$ cat src/common/cdb_consts.svh
/*
 * common data bus queue constants
 * widths of the result fields, slot count of the circular buffer,
 * number of producer ports and number of broadcast lanes
 */
`ifndef CDB_CONSTS_SVH
`define CDB_CONSTS_SVH

// result fields
`define CDB_XLEN        32  // data width
`define CDB_PR_LEN      6   // physical register tag
`define CDB_ROB_LEN     5   // reorder buffer tag

// branch dependency tracking
`define CDB_BRAT_SIZE   4   // dependency vector width
`define CDB_BRAT_LEN    2   // resolution index width

// queue geometry
`define CDB_SLOTS       32
`define CDB_PTR_LEN     5
`define CDB_INPUTS      4   // alu1, alu2, mult1, mult2
`define CDB_LANES       2

`endif

$ cat src/common/cdb_result_pkg.sv
/*
 * execution result types
 * shared by the execution units that produce results and by the
 * common data bus queue that stores and broadcasts them
 */
`include "cdb_consts.svh"

package cdb_result_pkg;

    typedef logic [`CDB_XLEN-1:0]      data_t;
    typedef logic [`CDB_PR_LEN-1:0]    preg_t;
    typedef logic [`CDB_ROB_LEN-1:0]   rob_tag_t;
    typedef logic [`CDB_BRAT_SIZE-1:0] brat_vec_t;   // branch dependency
    typedef logic [`CDB_BRAT_LEN-1:0]  brat_idx_t;

    // one finished result from an execution unit
    typedef struct packed {
        logic      valid;
        data_t     result;
        preg_t     dest_phy_reg;
        rob_tag_t  rob_num;
        logic      take_branch;      // branch outcome
        logic      is_branch;
        brat_vec_t brat_vec;
    } ex_result_t;

    // correct branch resolution
    typedef struct packed {
        logic      valid;
        brat_idx_t index;            // which dependency bit resolved
    } resolve_t;

endpackage

$ cat src/common/cdb_queue_pkg.sv
/*
 * common data bus queue types
 * slot pointers, per-slot flag vectors, counters and the broadcast
 * lane seen by rename, ROB and reservation stations
 */
`include "cdb_consts.svh"

package cdb_queue_pkg;

    import cdb_result_pkg::*;

    typedef logic [`CDB_PTR_LEN-1:0] slot_ptr_t;
    typedef logic [`CDB_SLOTS-1:0]   slot_vec_t;   // one flag per slot
    typedef logic [`CDB_PTR_LEN:0]   occ_cnt_t;    // 0 .. CDB_SLOTS
    typedef logic [2:0]              in_cnt_t;     // 0 .. CDB_INPUTS

    // one broadcast lane
    typedef struct packed {
        logic      valid;
        data_t     result;
        preg_t     dest_phy_reg;
        rob_tag_t  rob_num;
        logic      take_branch;
        logic      is_branch;
        brat_vec_t brat_vec;
    } cdb_lane_t;

endpackage

$ cat src/cdb_queue/cdb_head_ctrl.sv
/*
 * common data bus queue head control
 * broadcasts the head slot and the slot after it on the two lanes,
 * retires what was shown and moves the head to the oldest surviving
 * result, skipping slots emptied by a mispredict
 */
`timescale 1ns/100ps
`include "cdb_consts.svh"

module cdb_head_ctrl
    import cdb_result_pkg::*;
    import cdb_queue_pkg::*;
(
    input  logic       clock,
    input  logic       reset,
    input  ex_result_t stored  [`CDB_SLOTS-1:0],
    input  slot_vec_t  kill,
    input  slot_ptr_t  tail,
    input  in_cnt_t    incoming,
    output slot_vec_t  retire,
    output cdb_lane_t  cdb_out [`CDB_LANES-1:0]
);

    slot_ptr_t head;
    slot_ptr_t head_p1;
    slot_ptr_t base_ptr;     // head after this cycle's retires
    slot_ptr_t scan_ptr;
    slot_ptr_t next_head;
    occ_cnt_t  occ;          // slots from head up to tail, holes included
    occ_cnt_t  nret;         // lanes shown this cycle
    occ_cnt_t  span;         // slots left to scan from base_ptr
    occ_cnt_t  adv;          // how far the head moves
    logic      found;
    logic      lane0_valid;
    logic      lane1_valid;
    logic [`CDB_PTR_LEN+1:0] demand;

    function automatic cdb_lane_t to_lane(ex_result_t r, logic v);
        cdb_lane_t l;
        l.valid        = v;
        l.result       = r.result;
        l.dest_phy_reg = r.dest_phy_reg;
        l.rob_num      = r.rob_num;
        l.take_branch  = r.take_branch;
        l.is_branch    = r.is_branch;
        l.brat_vec     = r.brat_vec;
        return l;
    endfunction

    ////////////////////////////////
    // broadcast lanes
    ////////////////////////////////

    assign head_p1     = head + 1'b1;
    assign lane0_valid = stored[head].valid;
    assign lane1_valid = lane0_valid && stored[head_p1].valid;

    assign cdb_out[0] = to_lane(stored[head], lane0_valid);
    assign cdb_out[1] = to_lane(stored[head_p1], lane1_valid);

    always_comb begin
        retire          = '0;
        retire[head]    = lane0_valid;
        retire[head_p1] = retire[head_p1] | lane1_valid;
    end

    ////////////////////////////////
    // next head search
    ////////////////////////////////

    always_comb begin
        nret      = occ_cnt_t'(lane0_valid) + occ_cnt_t'(lane1_valid);
        base_ptr  = head + slot_ptr_t'(nret);
        span      = occ - nret;
        found     = 1'b0;
        next_head = tail;       // nothing survives, queue drains to tail
        adv       = occ;
        scan_ptr  = base_ptr;
        for (int i = 0; i < `CDB_SLOTS; i++) begin
            scan_ptr = base_ptr + slot_ptr_t'(i);
            if (!found && occ_cnt_t'(i) < span &&
                    stored[scan_ptr].valid && !kill[scan_ptr]) begin
                found     = 1'b1;
                next_head = scan_ptr;
                adv       = nret + occ_cnt_t'(i);
            end
        end
    end

    always_ff @(posedge clock) begin
        if (reset) begin
            head <= '0;
            occ  <= '0;
        end else begin
            head <= next_head;
            occ  <= occ - adv + occ_cnt_t'(incoming);
        end
    end

    // producers rely on the queue never filling up
    assign demand = {1'b0, occ} + {{(`CDB_PTR_LEN-1){1'b0}}, incoming};

    a_no_overflow: assert property (
        @(posedge clock) disable iff (reset) demand <= `CDB_SLOTS
    ) else $error("cdb queue overflow");

endmodule

$ cat config.mk
export PLATFORM = sky130hd
export DESIGN_NAME = cdb_head_ctrl
export DESIGN_NICKNAME = d
export VERILOG_FILES = /design/src/common/cdb_result_pkg.sv /design/src/common/cdb_queue_pkg.sv /design/src/cdb_queue/cdb_head_ctrl.sv
export VERILOG_INCLUDE_DIRS = /design/src /design/src/common
export SDC_FILE = /design/constraint.sdc
export NUM_CORES = 2
export LEC_CHECK = 0
export BUFFER_PORTS_ARGS = -buffer_cell sky130_fd_sc_hd__buf_4
export CAP_MARGIN = 20
export CORE_AREA = 4 4 682 684
export CTS_BUF_LIST = sky130_fd_sc_hd__clkbuf_4
export CTS_CLUSTER_SIZE = 24
export DETAILED_ROUTE_END_ITERATION = 8
export DIE_AREA = 0 0 686 688
export GPL_TIMING_DRIVEN = 0
export SETUP_SLACK_MARGIN = 0.15
export SYNTH_ARGS = -nofsm -noshare
export SYNTH_HDL_FRONTEND = slang
export SYNTH_SLANG_ARGS = --single-unit
$ cat constraint.sdc
create_clock -name clock -period 16.05 [get_ports clock]
set_input_delay 3.21 -clock clock [delete_from_list [all_inputs] [get_ports clock]]
set_output_delay 3.21 -clock clock [all_outputs]
set_load 0.005 [all_outputs]
== Word-level counts from Yosys, hierarchy flattened ==
Index checks and enable logic that the tools add are counted.
Word-level totals
  bits in registers: 11
  input port bits: 1642
  output and inout bits: 132
  logic and storage cells: 535
Operators by class
  add/sub/neg operators: 68
  $lt $le $gt $ge: 68
  mux-type cells: 234
  bitwise gates (word level): 2
  reduce and logical (&&, ||, !) cells: 161
Operator list (count)
  50-bit binary-select mux with 5-bit select: 34
  50-bit 2-to-1 mux: 34
  5-bit by 6-bit less-than comparator with 1-bit output, second input constant: 34
  6-bit 2-to-1 mux: 32
  1-bit binary-select mux with 5-bit select: 33
  5-bit 2-to-1 mux: 32
  1-bit logical AND: 98
  2-bit by 5-bit adder with 6-bit output, second input constant: 16
  5-bit by 6-bit less-than comparator with 1-bit output, first input constant: 16
  5-bit adder, second input constant: 16
  1-bit 2-to-1 mux: 66
  1-bit zero test: 63
  4-bit by 6-bit less-than comparator with 1-bit output, first input constant: 8
  2-bit by 4-bit adder with 5-bit output, second input constant: 8
  5-bit by 4-bit adder with 5-bit output, second input constant: 8
  32-bit AND: 1
  32-bit bitwise mux: 1
  3-bit by 6-bit less-than comparator with 1-bit output, first input constant: 4
  5-bit by 3-bit adder with 5-bit output, second input constant: 4
  2-bit by 3-bit adder with 4-bit output, second input constant: 4
  1-bit by 6-bit less-than comparator with 1-bit output, first input constant: 2
  2-bit by 6-bit less-than comparator with 1-bit output, first input constant: 2
  5-bit by 1-bit adder with 5-bit output, second input constant: 2
  5-bit by 2-bit adder with 5-bit output, second input constant: 2
  other kinds (10): 13

== Logic depth before layout (Yosys ltp) ==
  word-level depth: 168
  depth in mapped cells: 50
  depth with buffers taken out: 38

== Worst setup path after synthesis ==
Ideal clock, no wire load.
  path kind: input to register
  start: input port stored[549] (netlist bit)
  end: register occ[5]
  library setup time: 0.128 ns
  arrival: 12.289 ns
  data required time: 15.922 ns
  slack: 3.634 ns
  stages on the path: 40
  path buffers: 9
  cell sequence: mux4_2 > mux4_2 > a21o_1 > clkbuf_1 > nand2_1 > inv_1 > clkbuf_1 > fa_1 > xor2_2 > buf_2 > buf_1 > buf_1 > ha_1 > clkbuf_1 > nor2_1 > nand3_1 > and4_1 > mux2_2 > [... 4 more ...] > or4_4 > buf_6 > nor3_4 > buf_4 > nor3_1 > a311o_1 > nand3_1 > nor2_1 > a21oi_2 > fa_1 > ha_1 > a21o_1 > a21o_1 > a21o_1 > a21oi_1 > xor2_1 > xnor2_1 > nor2_1
Between the ends
  cells in the longest elaborated chain, start to end: 167
  elaborated cells on any way between the ends: 453
  classes of those cells: add/sub: 67; order compare: 32; mux: 195; reduce/logical: 159
Ends and longest elaborated chain
  start, declared: line cdb_head_ctrl.sv:16  | input ex_result_t stored [`CDB_SLOTS-1:0],
  50-bit binary-select mux with 5-bit select, on equally long branches: line cdb_head_ctrl.sv:55, cdb_head_ctrl.sv:56
  50-bit 2-to-1 mux, on equally long branches
  1-bit logical AND (*): line cdb_head_ctrl.sv:56  | assign lane1_valid = lane0_valid && stored[head_p1].valid;
  via lane1_valid: line cdb_head_ctrl.sv:35  | logic lane1_valid;
  1-bit by 1-bit adder with 2-bit output (*): line cdb_head_ctrl.sv:72  | nret = occ_cnt_t'(lane0_valid) + occ_cnt_t'(lane1_valid);
  branches (longest 160 deep; another with 5-bit by 2-bit adder with 5-bit output)
  6-bit 2-to-1 mux (*): line cdb_head_ctrl.sv:81  | if (!found && occ_cnt_t'(i) < span &&
  6-bit subtractor (*): line cdb_head_ctrl.sv:96  | occ <= occ - adv + occ_cnt_t'(incoming);
  6-bit by 3-bit adder with 6-bit output (*): line cdb_head_ctrl.sv:96
  end signal, assigned: line cdb_head_ctrl.sv:96
  end, declared: line cdb_head_ctrl.sv:29  | occ_cnt_t occ;
Mark *: on every way through the listed nets, which the timed path passes. The select of a mux whose other input is x is not followed.
A chain may end at the register's enable or synchronous reset.

== Final worst setup path ==
  start: register head[1]
  end: register occ[5]
Between the ends
  cells in the longest elaborated chain, start to end: 168
  elaborated cells on any way between the ends: 454
  classes of those cells: add/sub: 68; order compare: 32; mux: 195; reduce/logical: 159
Ends and longest elaborated chain
  start, declared: line cdb_head_ctrl.sv:24  | slot_ptr_t head;
  start signal, assigned: line cdb_head_ctrl.sv:95  | head <= next_head;
  5-bit by 1-bit adder with 5-bit output: line cdb_head_ctrl.sv:54  | assign head_p1 = head + 1'b1;
  50-bit binary-select mux with 5-bit select: line cdb_head_ctrl.sv:56
  50-bit 2-to-1 mux
  1-bit logical AND (*): line cdb_head_ctrl.sv:56
  via lane1_valid: line cdb_head_ctrl.sv:35
  1-bit by 1-bit adder with 2-bit output (*): line cdb_head_ctrl.sv:72
  branches (longest 160 deep; another with 5-bit by 2-bit adder with 5-bit output)
  6-bit 2-to-1 mux (*): line cdb_head_ctrl.sv:81
  6-bit subtractor (*): line cdb_head_ctrl.sv:96
  6-bit by 3-bit adder with 6-bit output (*): line cdb_head_ctrl.sv:96
Marks and branches as above.

==> run metrics <==
Worst-Margin Slew 1320 ps; Critical Path RT about 16000 ps; Clock transition at path regs 120 ps; global-route wire length before repair 736000 um; Final Routed Wirelength 634000 um; number of CTS-inserted buffers 3; largest fanout on the critical path 19; clock insertion delay at the later pin of the skew report 330 ps; share of layout cells above drive strength 1 between 50 and 60%; biggest area contributors in the synthesized netlist mux4_2, nand2_1, a22oi_1; ranking of synthesized cells by instance count mux4_2, nand2_1, nand3_1, clkbuf_1, a22oi_1; final slew viol count 0; CP Data Arrival Time 15650 ps; routed length per placed instance 54.2 um; sequential cell area between 200 and 250 um2; maximum number of pins on one net before global-route repair 20; post-synthesis net count 5049; Vias per Instance 4.44; number of buffer and inverter instances along the worst setup path 15; Critical Path Slowest Stage Cell nor4_1; total via count after detailed routing 51.9k; antenna violations before repair 494; pre-CTS WS -2660 ps; Power per Cell Area 376 mW/mm2; number of enable flip-flop cells after synthesis 0; die outline height 688 um; overflow left after global routing 0; status finished, final reports clean; site row count 249; synthesis-to-layout area growth 76.8%; most common cell in the synthesized netlist mux4_2; Placeable Area 0.459 mm2; Max Freq 64.7 MHz; number of distinct library cells after synthesis ~110; final critical-path required period 15460 ps; fraction of the mapped netlist area in adder cells 1.43%; Hold Fails Final Rpt 0; compound-gate portion of the synthesized area 13.1%; H-tree depth 1; count of input and output buffers 1773; setup repair after global routing missed its margin no; final setup slack of the worst path 590 ps; GRT Util Overall approximately a quarter; Max VDD drop about 360 uV; type of the tightest min-delay check flop to flop; number of DRC violations after detailed-routing iteration 0 7779; Multi-input gate area 0.0314 mm2; Worst Hold Margin 860 ps; reported leakage power 21.3 nW; relative slew slack approximately an eighth; multiplexer share of the synthesized area 58.0%; Final TNS setup 0 ps; simple-gate portion of the synthesized area between 20% and 30%; number of search-and-repair iterations in the first detailed-routing pass 6; fraction of synthesized cell area in xor and xnor cells 1.78%; Yosys top cell by area mux4_2; Power, Total 22.0 mW; Clock Tree Buf Depth 2; cell count after synthesis 3372; kind of cell adding the most delay to the critical path buffers and inverters; mean instance size in the synthesized netlist ~9.8 um2; Max Cap Viol 0; I/O pins 1774; register area share after synthesis 0.664%; fraction of registers with async set/reset 0%; final number of setup-violating endpoints 0; number of global-route vias before repair approximately 47k; Period Utilization, post-route 96.3%; Remaining DRCs 0; Die ar. roughly 0.47 mm2; Placed Cells incl. Taps approximately 11k; classification of the worst setup path flop to flop; filler cell count 52.7k; final standard cell count with taps included and fillers excluded between 10k and 15k; clock skew 8.90 ps; number of sinks on the clock net 11; routability-driven placement congestion ratio around 1.0; post-synth design cell area 0.0331 mm2; total number of nets in the final design 7003; horizontal die dimension 686 um; Most used DFF post-synth dfxtp_1; cell repeated most along the worst path a21o_1; antenna-violating nets left 0; combinational family with the most area after synthesis multiplexers; TritonCTS clock tree yes; CP peak stage delay 790 ps; crit start category flop; half-perimeter wire length after detailed placement 572000 um; area share of the largest cell type after synthesis 56.1%; Worst Setup End Kind flop; synthesized flop and latch total 11; initial standard-cell utilization of the core 7.22%; Clk Tree Root Cell clkbuf_4; number of warnings reported in the yosys synthesis log 0
## where the power goes
group	internal (mW)	leakage [nW]	switching, mW
Combinational	7.22	21.2	14.7
Sequential	0.0604	0.0918	0.0209
Clock	0.0115	0.0198	0.0175
## worst reg2reg max path, delay by kind of cell (launching register included)
kind / cells / cell delay, ps
xor+xnor: 3 / 820
simple gates: 10 / 2920
compound gates: 9 / 2140
mux: 3 / 1480
flops: 1 / 520
fa+ha+maj: 5 / 2300
buf+inv: 15 / 5140
## cells in the final DEF, fill, tap and decap left out, types with 36 or more instances in the layout
cell,n
buf_4,1789
nor2_1,92
buf_1,40
nor3_1,41
nand2_1,573
buf_2,86
a21oi_1,73
nand3_1,300
buf_12,79
clkbuf_2,125
clkbuf_1,107
mux2i_1,38
nor2b_1,42
a22oi_1,202
o21ai_0,120
mux4_2,825
o22ai_1,37
buf_16,36
buf_8,45
nand4_1,78
diode_2,231
## sequential cells by signal (all words and copies together), names as in the netlist
| register | count |
|---|---|
| head | 5 |
| occ | 6 |
## worst paths after layout
kind                               end    start  slack, ps  depth (start not counted)
worst max-delay path            occ[5]  head[1]        590                         45
worst min-delay path            occ[4]   occ[3]        860                          4
worst max register to register  occ[5]  head[1]        590                         45
worst min register to register  occ[4]   occ[3]        860                          4
## per-stage QoR
step / instance area (um2) / util [%]
2_1_floorplan: 33100 / -
3_3_place_gp: 54100 / 11.8
4_1_cts: 57900 / 12.6
6_report: 58600 / 12.8
5_1_grt: 58300 / 12.7
3_5_place_dp: 57800 / 12.6
## logic make-up after synthesis
kind of cell,Yosys count
compound gates,624
xor+xnor,53
fa+ha+maj,35
buf+inv,414
flops,11
mux,885
simple gates,1350
## repair_timing
action                     4_1_cts  5_1_grt
resized for setup               29       12
cloned                           0        0
setup buffers                    0        5
setup endpoints to repair       11        3
hold buffers                     0        0
pin swaps                        0        3
## per-layer routing
layer | GRT usage, % | up-vias | wire (um)
met4 | 9.84 | 282 | 31500
met1 | 29.0 | 26800 | 234000
met3 | 12.7 | 1333 | 79600
met2 | 41.1 | 5125 | 287000
met5 | 0.394 | - | 1970
li1 | - | 18400 | -
## layout make-up
class / count / share of cell area, %
diodes: 231 / 0.986
plain buffers: 382 / 3.12
clock buffers: 4 / 0.0512
inverters: 30 / 0.192
multi-input cells: 2947 / 53.6
flip-flops and latches: 11 / 0.378
well taps: 6149 / 13.1
repair buffers: 1951 / 28.5
Note: power is estimated with default switching activity, not from simulation.
