<file path="src/common/cdb_consts.svh">
/*
 * common data bus queue constants
 * widths of the result fields, slot count of the circular buffer,
 * number of producer ports and number of broadcast lanes
 */
`ifndef CDB_CONSTS_SVH
`define CDB_CONSTS_SVH

// result fields
`define CDB_XLEN        32  // data width
`define CDB_PR_LEN      6   // physical register tag
`define CDB_ROB_LEN     5   // reorder buffer tag

// branch dependency tracking
`define CDB_BRAT_SIZE   4   // dependency vector width
`define CDB_BRAT_LEN    2   // resolution index width

// queue geometry
`define CDB_SLOTS       32
`define CDB_PTR_LEN     5
`define CDB_INPUTS      4   // alu1, alu2, mult1, mult2
`define CDB_LANES       2

`endif

</file>
<file path="src/common/cdb_result_pkg.sv">
/*
 * execution result types
 * shared by the execution units that produce results and by the
 * common data bus queue that stores and broadcasts them
 */
`include "cdb_consts.svh"

package cdb_result_pkg;

    typedef logic [`CDB_XLEN-1:0]      data_t;
    typedef logic [`CDB_PR_LEN-1:0]    preg_t;
    typedef logic [`CDB_ROB_LEN-1:0]   rob_tag_t;
    typedef logic [`CDB_BRAT_SIZE-1:0] brat_vec_t;   // branch dependency
    typedef logic [`CDB_BRAT_LEN-1:0]  brat_idx_t;

    // one finished result from an execution unit
    typedef struct packed {
        logic      valid;
        data_t     result;
        preg_t     dest_phy_reg;
        rob_tag_t  rob_num;
        logic      take_branch;      // branch outcome
        logic      is_branch;
        brat_vec_t brat_vec;
    } ex_result_t;

    // correct branch resolution
    typedef struct packed {
        logic      valid;
        brat_idx_t index;            // which dependency bit resolved
    } resolve_t;

endpackage

</file>
<file path="src/cdb_queue/cdb_entry.sv">
/*
 * common data bus queue slot
 * holds one finished result until it is broadcast, drops it on a
 * mispredict that covers its dependency vector and rewrites that
 * vector when branches resolve correctly
 */
`timescale 1ns/100ps
`include "cdb_consts.svh"

module cdb_entry
    import cdb_result_pkg::*;
(
    input  logic       clock,
    input  logic       reset,
    input  logic       write,
    input  ex_result_t write_data,
    input  logic       retire,
    input  logic       mispredict,
    input  brat_vec_t  brat_mis,
    input  resolve_t   resolve [1:0],
    output ex_result_t stored,
    output logic       kill
);

    brat_vec_t vec_shift;   // vector after this cycle's resolutions

    // bits index..1 take the bit below, bit 0 clears, upper bits stay
    function automatic brat_vec_t shift_vec(brat_vec_t v, brat_idx_t k);
        brat_vec_t r;
        r = v;
        for (int j = 1; j < `CDB_BRAT_SIZE; j++) begin
            if (j <= int'(k)) begin
                r[j] = v[j-1];
            end
        end
        r[0] = 1'b0;
        return r;
    endfunction

    ////////////////////////////////
    // squash and resolution
    ////////////////////////////////

    assign kill = stored.valid && mispredict && (stored.brat_vec > brat_mis);

    always_comb begin
        vec_shift = stored.brat_vec;
        if (resolve[0].valid) begin
            vec_shift = shift_vec(vec_shift, resolve[0].index);
        end
        if (resolve[1].valid) begin    // applied on top of resolution 0
            vec_shift = shift_vec(vec_shift, resolve[1].index);
        end
    end

    ////////////////////////////////
    // slot storage
    ////////////////////////////////

    always_ff @(posedge clock) begin
        if (reset) begin
            stored.valid <= 1'b0;
        end else if (write) begin
            stored <= write_data;          // fresh result, no squash or shift
        end else if (retire || kill) begin
            stored.valid <= 1'b0;
        end else begin
            stored.brat_vec <= vec_shift;
        end
    end

    // the allocator must never land on a slot that the head is broadcasting
    a_no_write_on_retire: assert property (
        @(posedge clock) disable iff (reset) !(write && retire)
    ) else $error("slot written while being retired");

endmodule

</file>
<file path="config.mk">
export PLATFORM = sky130hd
export DESIGN_NAME = cdb_entry
export DESIGN_NICKNAME = d
export VERILOG_FILES = /design/src/common/cdb_result_pkg.sv /design/src/cdb_queue/cdb_entry.sv
export VERILOG_INCLUDE_DIRS = /design/src /design/src/common
export SDC_FILE = /design/constraint.sdc
export NUM_CORES = 1
export LEC_CHECK = 0
export ABC_AREA = 0
export ABC_CLOCK_PERIOD_IN_PS = 6300
export BUFFER_PORTS_ARGS = -buffer_cell sky130_fd_sc_hd__buf_2
export CAP_MARGIN = 20
export CORE_MARGIN = 3
export CORE_UTILIZATION = 40
export CTS_CLUSTER_SIZE = 16
export DETAILED_ROUTE_END_ITERATION = 6
export GPL_TIMING_DRIVEN = 0
export PLACE_DENSITY = 0.76
export SETUP_SLACK_MARGIN = 0.1
export SYNTH_ARGS = -nofsm -noshare
export SYNTH_HDL_FRONTEND = slang
export SYNTH_SLANG_ARGS = --single-unit
export TNS_END_PERCENT = 50
</file>
<file path="constraint.sdc">
create_clock -name clock -period 6.3 [get_ports clock]
set_input_delay 0.315 -clock clock [delete_from_list [all_inputs] [get_ports clock]]
set_output_delay 0.315 -clock clock [all_outputs]
set_load 0.005 [all_outputs]
</file>
Word-level counts from Yosys, hierarchy flattened

Index checks and enable logic that the tools add are counted.

Bits of input ports: 65
Word-level logic and storage cells: 34
Register bits after elaboration: 50
Output and inout port bits: 51

$lt $le $gt $ge: 7
Reduce and logical (&&, ||, !) cells: 6
Equality and inequality tests: 1
Bitwise operators: 1
Multiplexer cells: 12

Operator list:

| kind                                                | number |
|---|---|
| two-way mux 4 bit                                   | 4 |
| <= comparator 2 bit (first input constant)          | 4 |
| two-way mux 1 bit                                   | 8 |
| greater-than comparator 4 bit                       | 1 |
| <= comparator 1 x 2 -> 1 bit (first input constant) | 2 |
| AND reduction 2 bit                                 | 2 |
| logical AND 1 bit                                   | 2 |
| != test 2 bit (second input constant)               | 1 |
| nonzero test 2 bit                                  | 1 |
| logical OR 1 bit                                    | 1 |
| NOT 1 bit                                           | 1 |

Logic depth before layout (Yosys ltp)

Gate-level depths: netlist of the first run.

Depth in word-level cells: 7
Gate-level depth with buffers: 6
Gate-level depth less buffers: 6

Worst setup path after synthesis of the first run

OpenSTA, ideal clock, no wires.

Path kind: input-to-reg
From: in write
To: reg stored[0] (netlist name), enable pin
Setup slack: 2.958 ns
Arrival time: 3.005 ns
Stages: 3
Setup time: 0.338 ns
Buffers on the path: 1
Required time: 5.962 ns
Cells stage by stage: buf_2 -> nor2b_1 -> o21bai_1

Longest elaborated chain between the ends: 2

RTL lines:

| element                              | line            | source |
|---|---|---|
| start: declaration                   | cdb_entry.sv:15 | `input logic write,` |
| != test 2 bit (no source line)       | --              |  |
| AND reduction 2 bit (no source line) | --              |  |
| end signal: assignment               | cdb_entry.sv:64 | `stored <= write_data;` |
| end: declaration                     | cdb_entry.sv:21 | `output ex_result_t stored,` |

Every way passes these cells.
A chain may end at the register's enable or synchronous reset.

Worst setup path after layout of the first run

From: reg stored[1] (netlist name)
To: out kill

Longest elaborated chain between the ends: 2

RTL lines:

| element                       | line            | source |
|---|---|---|
| greater-than comparator 4 bit | cdb_entry.sv:44 | `assign kill = stored.valid && mispredict && (stored.brat_vec > brat_mis);` |
| logical AND 1 bit             | cdb_entry.sv:44 |  |
| end: declaration              | cdb_entry.sv:22 | `output logic kill` |

Every way passes these cells.

==> flow_metrics.tcl, run 1 <==
set metrics [dict create \
    status "finished, final reports clean" \
    hold_path_class "in2reg" \
    post_cts_buffers 0 \
    wl_mm 3.74 \
    io_buffers 114 \
    area_delta_synth_final_pct 41.5 \
    initial_utilization_pct 43.0 \
    core_um2 4170 \
    grt_antenna_before_repair 0 \
    ios 116 \
    clk_path_buf_depth 2 \
    ys.flop_type "edfxtp_1" \
    critPathKind "reg2out" \
    pre_cts_ws_ns 4.41 \
    final_cells 265 \
    ctsHoldBuffers 0 \
    vias 1215 \
    reg_top3 "stored x50" \
    post_cts_resized 0 \
    worstMarginPinSlew_ns 0.499 \
    powerDensity_nw_per_um2 255 \
    cp-end-kind "output port" \
    synth.yosys.warnings 0 \
    grt_use_total_pct 14.0 \
    cts_max_level 2 \
    ys_types 21 \
    synth_seq_cells 50 \
    regMostFlops "stored" \
    synth.top_cell.area_share_pct 82.0 \
    path_clk_slew_ns 0.09 \
    period_minus_slack_ns 1.95 \
    cts.sinks 50 \
    worst_slack_ns 4.35 \
    synthesis.instances 92 \
    netlist_area_um2 1800 \
    crit_end "kill" \
    required_ns 5.98 \
    die_w_um 73.0 \
    place_hpwl_mm 3.05 \
    m1WireLength_mm 1.40 \
    postLayoutCoreUtil_pct 60.9 \
    multiInputGateArea_um2 288 \
    vdd_drop_max_mv 0.171 \
    worst_hold_slack_ns 0.192 \
    reg2reg_to "stored[2]" \
    clk_latency_ns 0.29 \
    finalNetCount 283 \
    drtAntennaViolNets 0 \
    dr.pass1.iters 4 \
    cts_inserted_buffers 5 \
    total_leakage_power_nw 1.13 \
    rows 23 \
    grt_pass1_wl_mm 5.51 \
    fmax_mhz 512 \
    slew-limit-headroom_pct 66.6 \
    drive_gt1_share_pct 61.9 \
    rsz0062_at_grt "no" \
    drtIter0Drc 38 \
    die_height_um 73.0 \
    top_layer "met4" \
    rr_startpoint "stored[1]" \
    dp_cells 257 \
    globalRouteOverflowTotal 0 \
    register_area_um2 1490 \
    synth-edff-count 49 \
    async_flop_share_pct 0 \
    synth.most_common_cell "edfxtp_1" \
    drc_errors 0 \
    met2WireLength_mm 1.99 \
    wire_per_inst_um 14.1 \
    r2r_slack_ns 4.53 \
    fillers 322 \
    critPathArrivalTime_ns 1.64 \
    hold_viol 0 \
    finClkSkew_ns 0.000941 \
    die_area_um2 5330 \
    dr_wl_met3_um 313 \
    synthTopCellsByArea "edfxtp_1 82%, ha_1 2.8%, mux2_2 1.9%" \
    cp-start-kind "flip-flop" \
    reg2reg_depth 5 \
    syn_avg_cell_area_um2 19.5 \
    setup_viol 0 \
    synth_common_cells "49 x edfxtp_1, 7 x nand2_1, 5 x inv_1" \
    setup_tns_ns 0 \
    worstSetupStartpoint "stored[1]" \
    largest_register_ffs 50 \
    max_cap_violations 0 \
    grt_max_degree 32 \
    synth-seq-area-share_pct 83.1 \
    synth_top_area_cell "edfxtp_1" \
    drt-vias-per-instance 4.58 \
    grt_pass1_vias 1192 \
    routabilityCongestion 0.822 \
    drv_slew 0 \
    clockRootBuffer "clkbuf_8" \
    path_max_fanout 4 \
    diodes 0 \
    period_share_pct 31.0 \
    cts_tree "built" \
    synth_nets 161 \
]
[worst min-delay path by stage]
stage                         from    endpoint  slack, ns  cells past startpoint
finish              write_data[19]  stored[19]       0.19                      1
global route         write_data[6]   stored[6]       0.16                      1
CTS                 write_data[19]  stored[19]       0.18                      1
detailed placement  write_data[29]  stored[29]       0.49                      1
global placement        stored[49]  stored[49]       0.49                      2
floorplan           write_data[10]  stored[10]       0.41                      0
[report_power, final]
| part | internal, mW | leakage (nW) | total [mW] | switching (mW) |
|---|---|---|---|---|
| clock network | 0.0786 | 0.0432 | 0.177 | 0.0987 |
| registers | 0.391 | 0.470 | 0.397 | 0.00634 |
| logic | 0.0388 | 0.613 | 0.0726 | 0.0338 |
| total | 0.508 | 1.13 | 0.647 | 0.139 |
[worst max-delay path, stage by stage, from the launching register on]
cell      delay [ns]
edfxtp_1        0.44
ha_1            0.31
nor2b_1         0.15
o211ai_2        0.09
a21oi_2         0.21
buf_2           0.15
[routing by layer]
metal	vias to the layer above	global-route usage (%)
li1	596	-
met1	564	15.7
met2	53	24.1
met3	2	5.65
met4	0	4.30
met5	-	0
[per-stage QoR]
| step | area, µm² | power (mW) |
|---|---|---|
| finish | 2540 | 0.647 |
| global route | 2540 | 0.678 |
| floorplan | 1800 | 0.431 |
| detailed placement | 2460 | 0.479 |
| CTS | 2540 | 0.655 |
| global placement | 2430 | 0.475 |
[layout by cell type (no fill, tap or decap), drive strengths merged]
cell | synthesis | final
nand3 | 3 | 3
clkbuf | 0 | 6
o31ai | 1 | 1
ha | 4 | 4
nand4 | 1 | 1
or2 | 1 | 1
nand2b | 1 | 1
o21ai | 5 | 5
buf | 1 | 116
edfxtp | 49 | 49
nor2b | 2 | 2
mux2i | 3 | 3
clkinv | 0 | 1
mux2 | 3 | 3
dfxtp | 1 | 1
o211ai | 1 | 1
inv | 5 | 6
o21bai | 1 | 1
o41ai | 1 | 1
a21oi | 2 | 2
nand2 | 7 | 7
[logic make-up after synthesis]
logic type	count (synthesis)	synth area share (%)
buf+inv	6	1.32
fa+ha+maj	4	2.79
simple gates	15	4.04
compound gates	11	5.23
mux	6	3.55
flops	50	83.1
[layout make-up]
type                    count  share of cell area, %
clock inverters             2                  0.492
clock buffers               6                   2.86
multi-input cells          36                   11.3
flip-flops and latches     50                   58.7
inverters                   5                  0.739
well taps                  50                   2.46
repair buffers            115                   23.2
plain buffers               1                  0.197
(Power assumes the default switching activity.)
==> run 2: changes to the inputs <==
Settings changed: ABC_CLOCK_PERIOD_IN_PS 6300 to 2029.
Clock period 6.3 ns to 2.03 ns, I/O delays scaled along.
==> flow_metrics.tcl, run 2 (synthesis results as in run 1) <==
set metrics [dict create \
    status "finished, final reports clean" \
    area_delta_synth_final_pct 68.4 \
    diodes 0 \
    drtAntennaViolNets 0 \
    die_w_um 73.0 \
    grt_pass1_vias 1520 \
    vias 1436 \
    grt_antenna_before_repair 0 \
    crit_chain "ha_1 -> nor2b_1 -> o211ai_2 -> a21oi_2 -> buf_2" \
    clk_path_buf_depth 2 \
    required_ns 1.93 \
    final_common_cell "buf_2" \
    hold_path_class "in2reg" \
    rsz0062_at_grt "yes" \
    wl_mm 4.99 \
    drt-vias-per-instance 4.63 \
    period_share_pct 89.0 \
    critPathKind "reg2out" \
    grt_max_degree 48 \
    period_minus_slack_ns 1.81 \
    largest_register_ffs 50 \
    mostFrequentLayoutCells "115 x buf_2, 49 x edfxtp_1, 45 x dlygate4sd3_1, 7 x nand2_1" \
    dr.pass1.iters 4 \
    slowest_stage "edfxtp_1" \
    pre_cts_ws_ns -0.0646 \
    cts_max_level 2 \
    total_leakage_power_nw 1.33 \
    register_area_um2 1490 \
    worst_slack_ns 0.223 \
    globalRouteOverflowTotal 0 \
    cts_tree "built" \
    wire_per_inst_um 16.1 \
    fillers 259 \
    clk_latency_ns 0.30 \
    vdd_drop_max_mv 0.633 \
    drtIter0Drc 59 \
    initial_utilization_pct 43.0 \
    drv_slew 0 \
    slew-limit-headroom_pct 82.2 \
    routabilityCongestion 0.757 \
    core_um2 4170 \
    cts_inserted_buffers 5 \
    path_buf_inv 1 \
    drive_gt1_share_pct 52.3 \
    fmax_mhz 554 \
    rows 23 \
    powerDensity_nw_per_um2 739 \
    place_hpwl_mm 3.06 \
    path_clk_slew_ns 0.09 \
    die_height_um 73.0 \
    finalNetCount 328 \
    cp-start-kind "flip-flop" \
    slowest_delay_ns 0.45 \
    grt_use_total_pct 19.4 \
    cp-end-kind "output port" \
    regMostFlops "stored" \
    path_max_fanout 4 \
    grt_pass1_wl_mm 7.40 \
    critPathArrivalTime_ns 1.71 \
    hold_viol 0 \
    cp_top_family "flip-flops" \
    drc_errors 0 \
    worstMarginPinSlew_ns 0.266 \
    setup_viol 0 \
    cts.sinks 50 \
    io_buffers 114 \
    max_cap_violations 0 \
    clockRootBuffer "clkbuf_8" \
    p_total_mw 2.23 \
    die_area_um2 5330 \
    ios 116 \
    post_cts_buffers 0 \
    finClkSkew_ns 0.00465 \
    multiInputGateArea_um2 292 \
    reg_top3 "stored x50" \
]
## run 2: changes by cell type in the layout (fill, tap and decap cells not counted), sizes merged
cell         before  now
dlygate4sd3       0   45
bufinv            0    1
clkbuf            6    5
## run 2: metrics by stage
step | instance area (µm²) | utilization, % | hold WS (ns) | setup TNS (ns) | instances
6_report | 3020 | 72.4 | 0.0208 | 0 | 310
5_1_grt | 3020 | 72.4 | 0.0253 | 0 | 310
4_1_cts | 3000 | 71.9 | 0.0000692 | 0 | 309
3_5_place_dp | 2440 | 58.4 | 0.280 | -0.258 | 256
3_3_place_gp | 2440 | 58.4 | 0.278 | -0.0796 | 256
2_1_floorplan | 1800 | - | 0.200 | 0 | 92
## run 2: cell type report
type	instances	share of cell area (%)
Inverter	5	0.621
Tap cell	50	2.07
Sequential cell	50	49.3
Clock buffer	5	2.28
Timing Repair Buffer	160	34.4
Clock inverter	3	1.45
Multi-Input combinational cell	36	9.64
Buffer	1	0.166
## run 2: worst paths after layout
path                                      from          to  slack [ns]  depth (start not counted)
worst min-delay path            write_data[49]  stored[49]        0.02                          3
worst max register to register       stored[1]   stored[2]        0.31                          5
worst max-delay path                 stored[1]        kill        0.22                          5
worst min register to register      stored[49]  stored[49]        0.50                          2
## run 2: power breakdown
| group | leakage, nW | internal, mW | switching, mW | total, mW |
|---|---|---|---|---|
| sequential | 0.470 | 1.21 | 0.0241 | 1.24 |
| clock | 0.0585 | 0.369 | 0.322 | 0.691 |
| combinational | 0.804 | 0.178 | 0.127 | 0.305 |
| total | 1.33 | 1.76 | 0.473 | 2.23 |
## run 2: tightest hold or removal path, stage by stage
cell and delay, ns:
buf_2 0.08, nand2_1 0.06, o41ai_2 0.05
## run 2: layer usage
| metal | up-vias | share of wire [%] | track usage, % |
|---|---|---|---|
| met5 | - | 0 | 0 |
| met1 | 665 | 33 | 18.8 |
| met4 | 0 | 1.5 | 6.97 |
| li1 | 688 | - | - |
| met3 | 6 | 9.1 | 7.99 |
| met2 | 77 | 57 | 36.2 |
## run 2: timing repair
item	CTS	global route
endpoints found under the setup margin	0	4
hold buffers	45	0
gates resized for setup	0	1
hold endpoints to repair	45	0
==> run 3: changes to the inputs <==
Settings changed: RECOVER_POWER set to 25.
==> flow_metrics.tcl, run 3 (synthesis results as in run 1) <==
set metrics [dict create \
    grt_pass1_vias 1520 \
    dr.pass1.iters 4 \
    dpl-instance-area_um2 2440 \
    worstMarginPinSlew_ns 0.760 \
    post_cts_buffers 0 \
    period_share_pct 88.8 \
    critPathKind "reg2out" \
    setup_viol 0 \
    drt-vias-per-instance 4.61 \
    cts_max_level 2 \
    clk_latency_ns 0.30 \
    pwr-share-seq_pct 55.4 \
    vias 1428 \
    mostFrequentLayoutCells "114 x buf_2, 49 x edfxtp_1, 45 x dlygate4sd3_1, 7 x nand2_1" \
    path_clk_slew_ns 0.09 \
    core_um2 4170 \
    slowest_stage "edfxtp_1" \
    slowest_delay_ns 0.45 \
    switching_share_pct 21.2 \
    rows 23 \
    cts_inserted_buffers 5 \
    place_hpwl_mm 3.06 \
    dp_cells 256 \
    vdd_drop_max_mv 0.633 \
    pwr-share-clk_pct 31.0 \
    initial_utilization_pct 43.0 \
    worst_slack_ns 0.227 \
    clockRootBuffer "clkbuf_8" \
    die_w_um 73.0 \
    pre_cts_ws_ns -0.0646 \
    grt_pass1_wl_mm 7.40 \
    ios 116 \
    hold_viol 0 \
    final_cells 310 \
    wl_mm 4.98 \
    cp-end-kind "output port" \
    die_height_um 73.0 \
    wire_per_inst_um 16.1 \
    die_area_um2 5330 \
    cp-start-kind "flip-flop" \
    regMostFlops "stored" \
    period_minus_slack_ns 1.80 \
    critPathArrivalTime_ns 1.70 \
    grt_max_degree 48 \
    status "finished, final reports clean" \
    drive_gt1_share_pct 51.5 \
    rsz0062_at_grt "yes" \
    grt_antenna_before_repair 0 \
    finClkSkew_ns 0.00472 \
    p_sw_uw 472 \
    io_buffers 114 \
    postLayoutCoreUtil_pct 72.2 \
    hold_path_class "in2reg" \
    stdcell_area_um2 3010 \
    finalNetCount 328 \
    drc_errors 0 \
    p_int_mw 1.76 \
    path_max_fanout 4 \
    drtAntennaViolNets 0 \
    required_ns 1.93 \
    powerDensity_nw_per_um2 740 \
    routabilityCongestion 0.757 \
    clk_path_buf_depth 2 \
    area_delta_synth_final_pct 67.9 \
    reg_top3 "stored x50" \
    drtIter0Drc 54 \
    fmax_mhz 555 \
    crit_chain "ha_1 -> nor2b_1 -> o211ai_2 -> a21oi_2 -> buf_2" \
    globalRouteOverflowTotal 0 \
    share_comb_of_total_power_pct 13.6 \
    final_common_cell "buf_2" \
    total_leakage_power_nw 1.32 \
    cts.sinks 50 \
    slew-limit-headroom_pct 49.2 \
    cts_tree "built" \
    max_cap_violations 0 \
    grt_use_total_pct 19.4 \
    diodes 0 \
    drv_slew 0 \
    largest_register_ffs 50 \
    setup_tns_ns 0 \
]
-- run 3: cell types whose count changed in the layout (fill, tap and decap cells not counted) --
cell      delta
nor2b_1      +1
buf_2        -1
nor2b_4      -1
clkbuf_1     +1
-- run 3: area by class of cell --
type	count	area [µm²]
Fill cell	262	1160
Timing Repair Buffer	160	1040
Tap cell	50	62.6
Inverter	5	18.8
Buffer	1	3.75
Clock inverter	3	43.8
Clock buffer	5	68.8
Sequential cell	50	1490
Multi-Input combinational cell	36	284
-- run 3: critical path, delay by kind of cell, from the launching register on --
kind	cells	cell delay (ns)
and+or+nand+nor	1	0.17
AOI/OAI and AO/OA	2	0.32
buffers and inverters	1	0.15
DFF	1	0.45
adders and majority gates	1	0.32
-- run 3: what timing repair did --
item / 4_1_cts / 5_1_grt
setup endpoints to repair: 0 / 4
resized for setup: 0 / 1
hold buffers: 45 / 0
hold endpoints to repair: 45 / 0
-- run 3: power by group through the flow --
stage / Sequential (mW) / Clock [mW] / Combinational (mW)
2_1_floorplan: 1.27 / 0 / 0.0692
3_3_place_gp: 1.25 / 0 / 0.221
3_5_place_dp: 1.26 / 0 / 0.226
4_1_cts: 1.24 / 0.711 / 0.294
5_1_grt: 1.24 / 0.743 / 0.331
6_report: 1.24 / 0.692 / 0.303
-- run 3: metrics by stage --
stage | hold slack (ns) | power, mW
2_1_floorplan | 0.200 | 1.34
3_3_place_gp | 0.278 | 1.48
3_5_place_dp | 0.280 | 1.48
4_1_cts | 0.0000692 | 2.24
5_1_grt | 0.0253 | 2.32
6_report | 0.0190 | 2.23
-- run 3: layer usage --
| layer | global-route usage (%) | routed length [µm] |
|---|---|---|
| met1 | 18.8 | 1620 |
| met2 | 36.2 | 2830 |
| met3 | 7.99 | 455 |
| met4 | 6.97 | 77 |
| met5 | 0 | 0 |
-- run 3: final timing paths --
path                                      from         end  slack [ns]  depth (start not counted)
worst min register to register      stored[49]  stored[49]        0.50                          2
worst max-delay path                 stored[1]        kill        0.23                          5
worst min-delay path            write_data[49]  stored[49]        0.02                          3
worst max register to register       stored[1]   stored[2]        0.31                          5
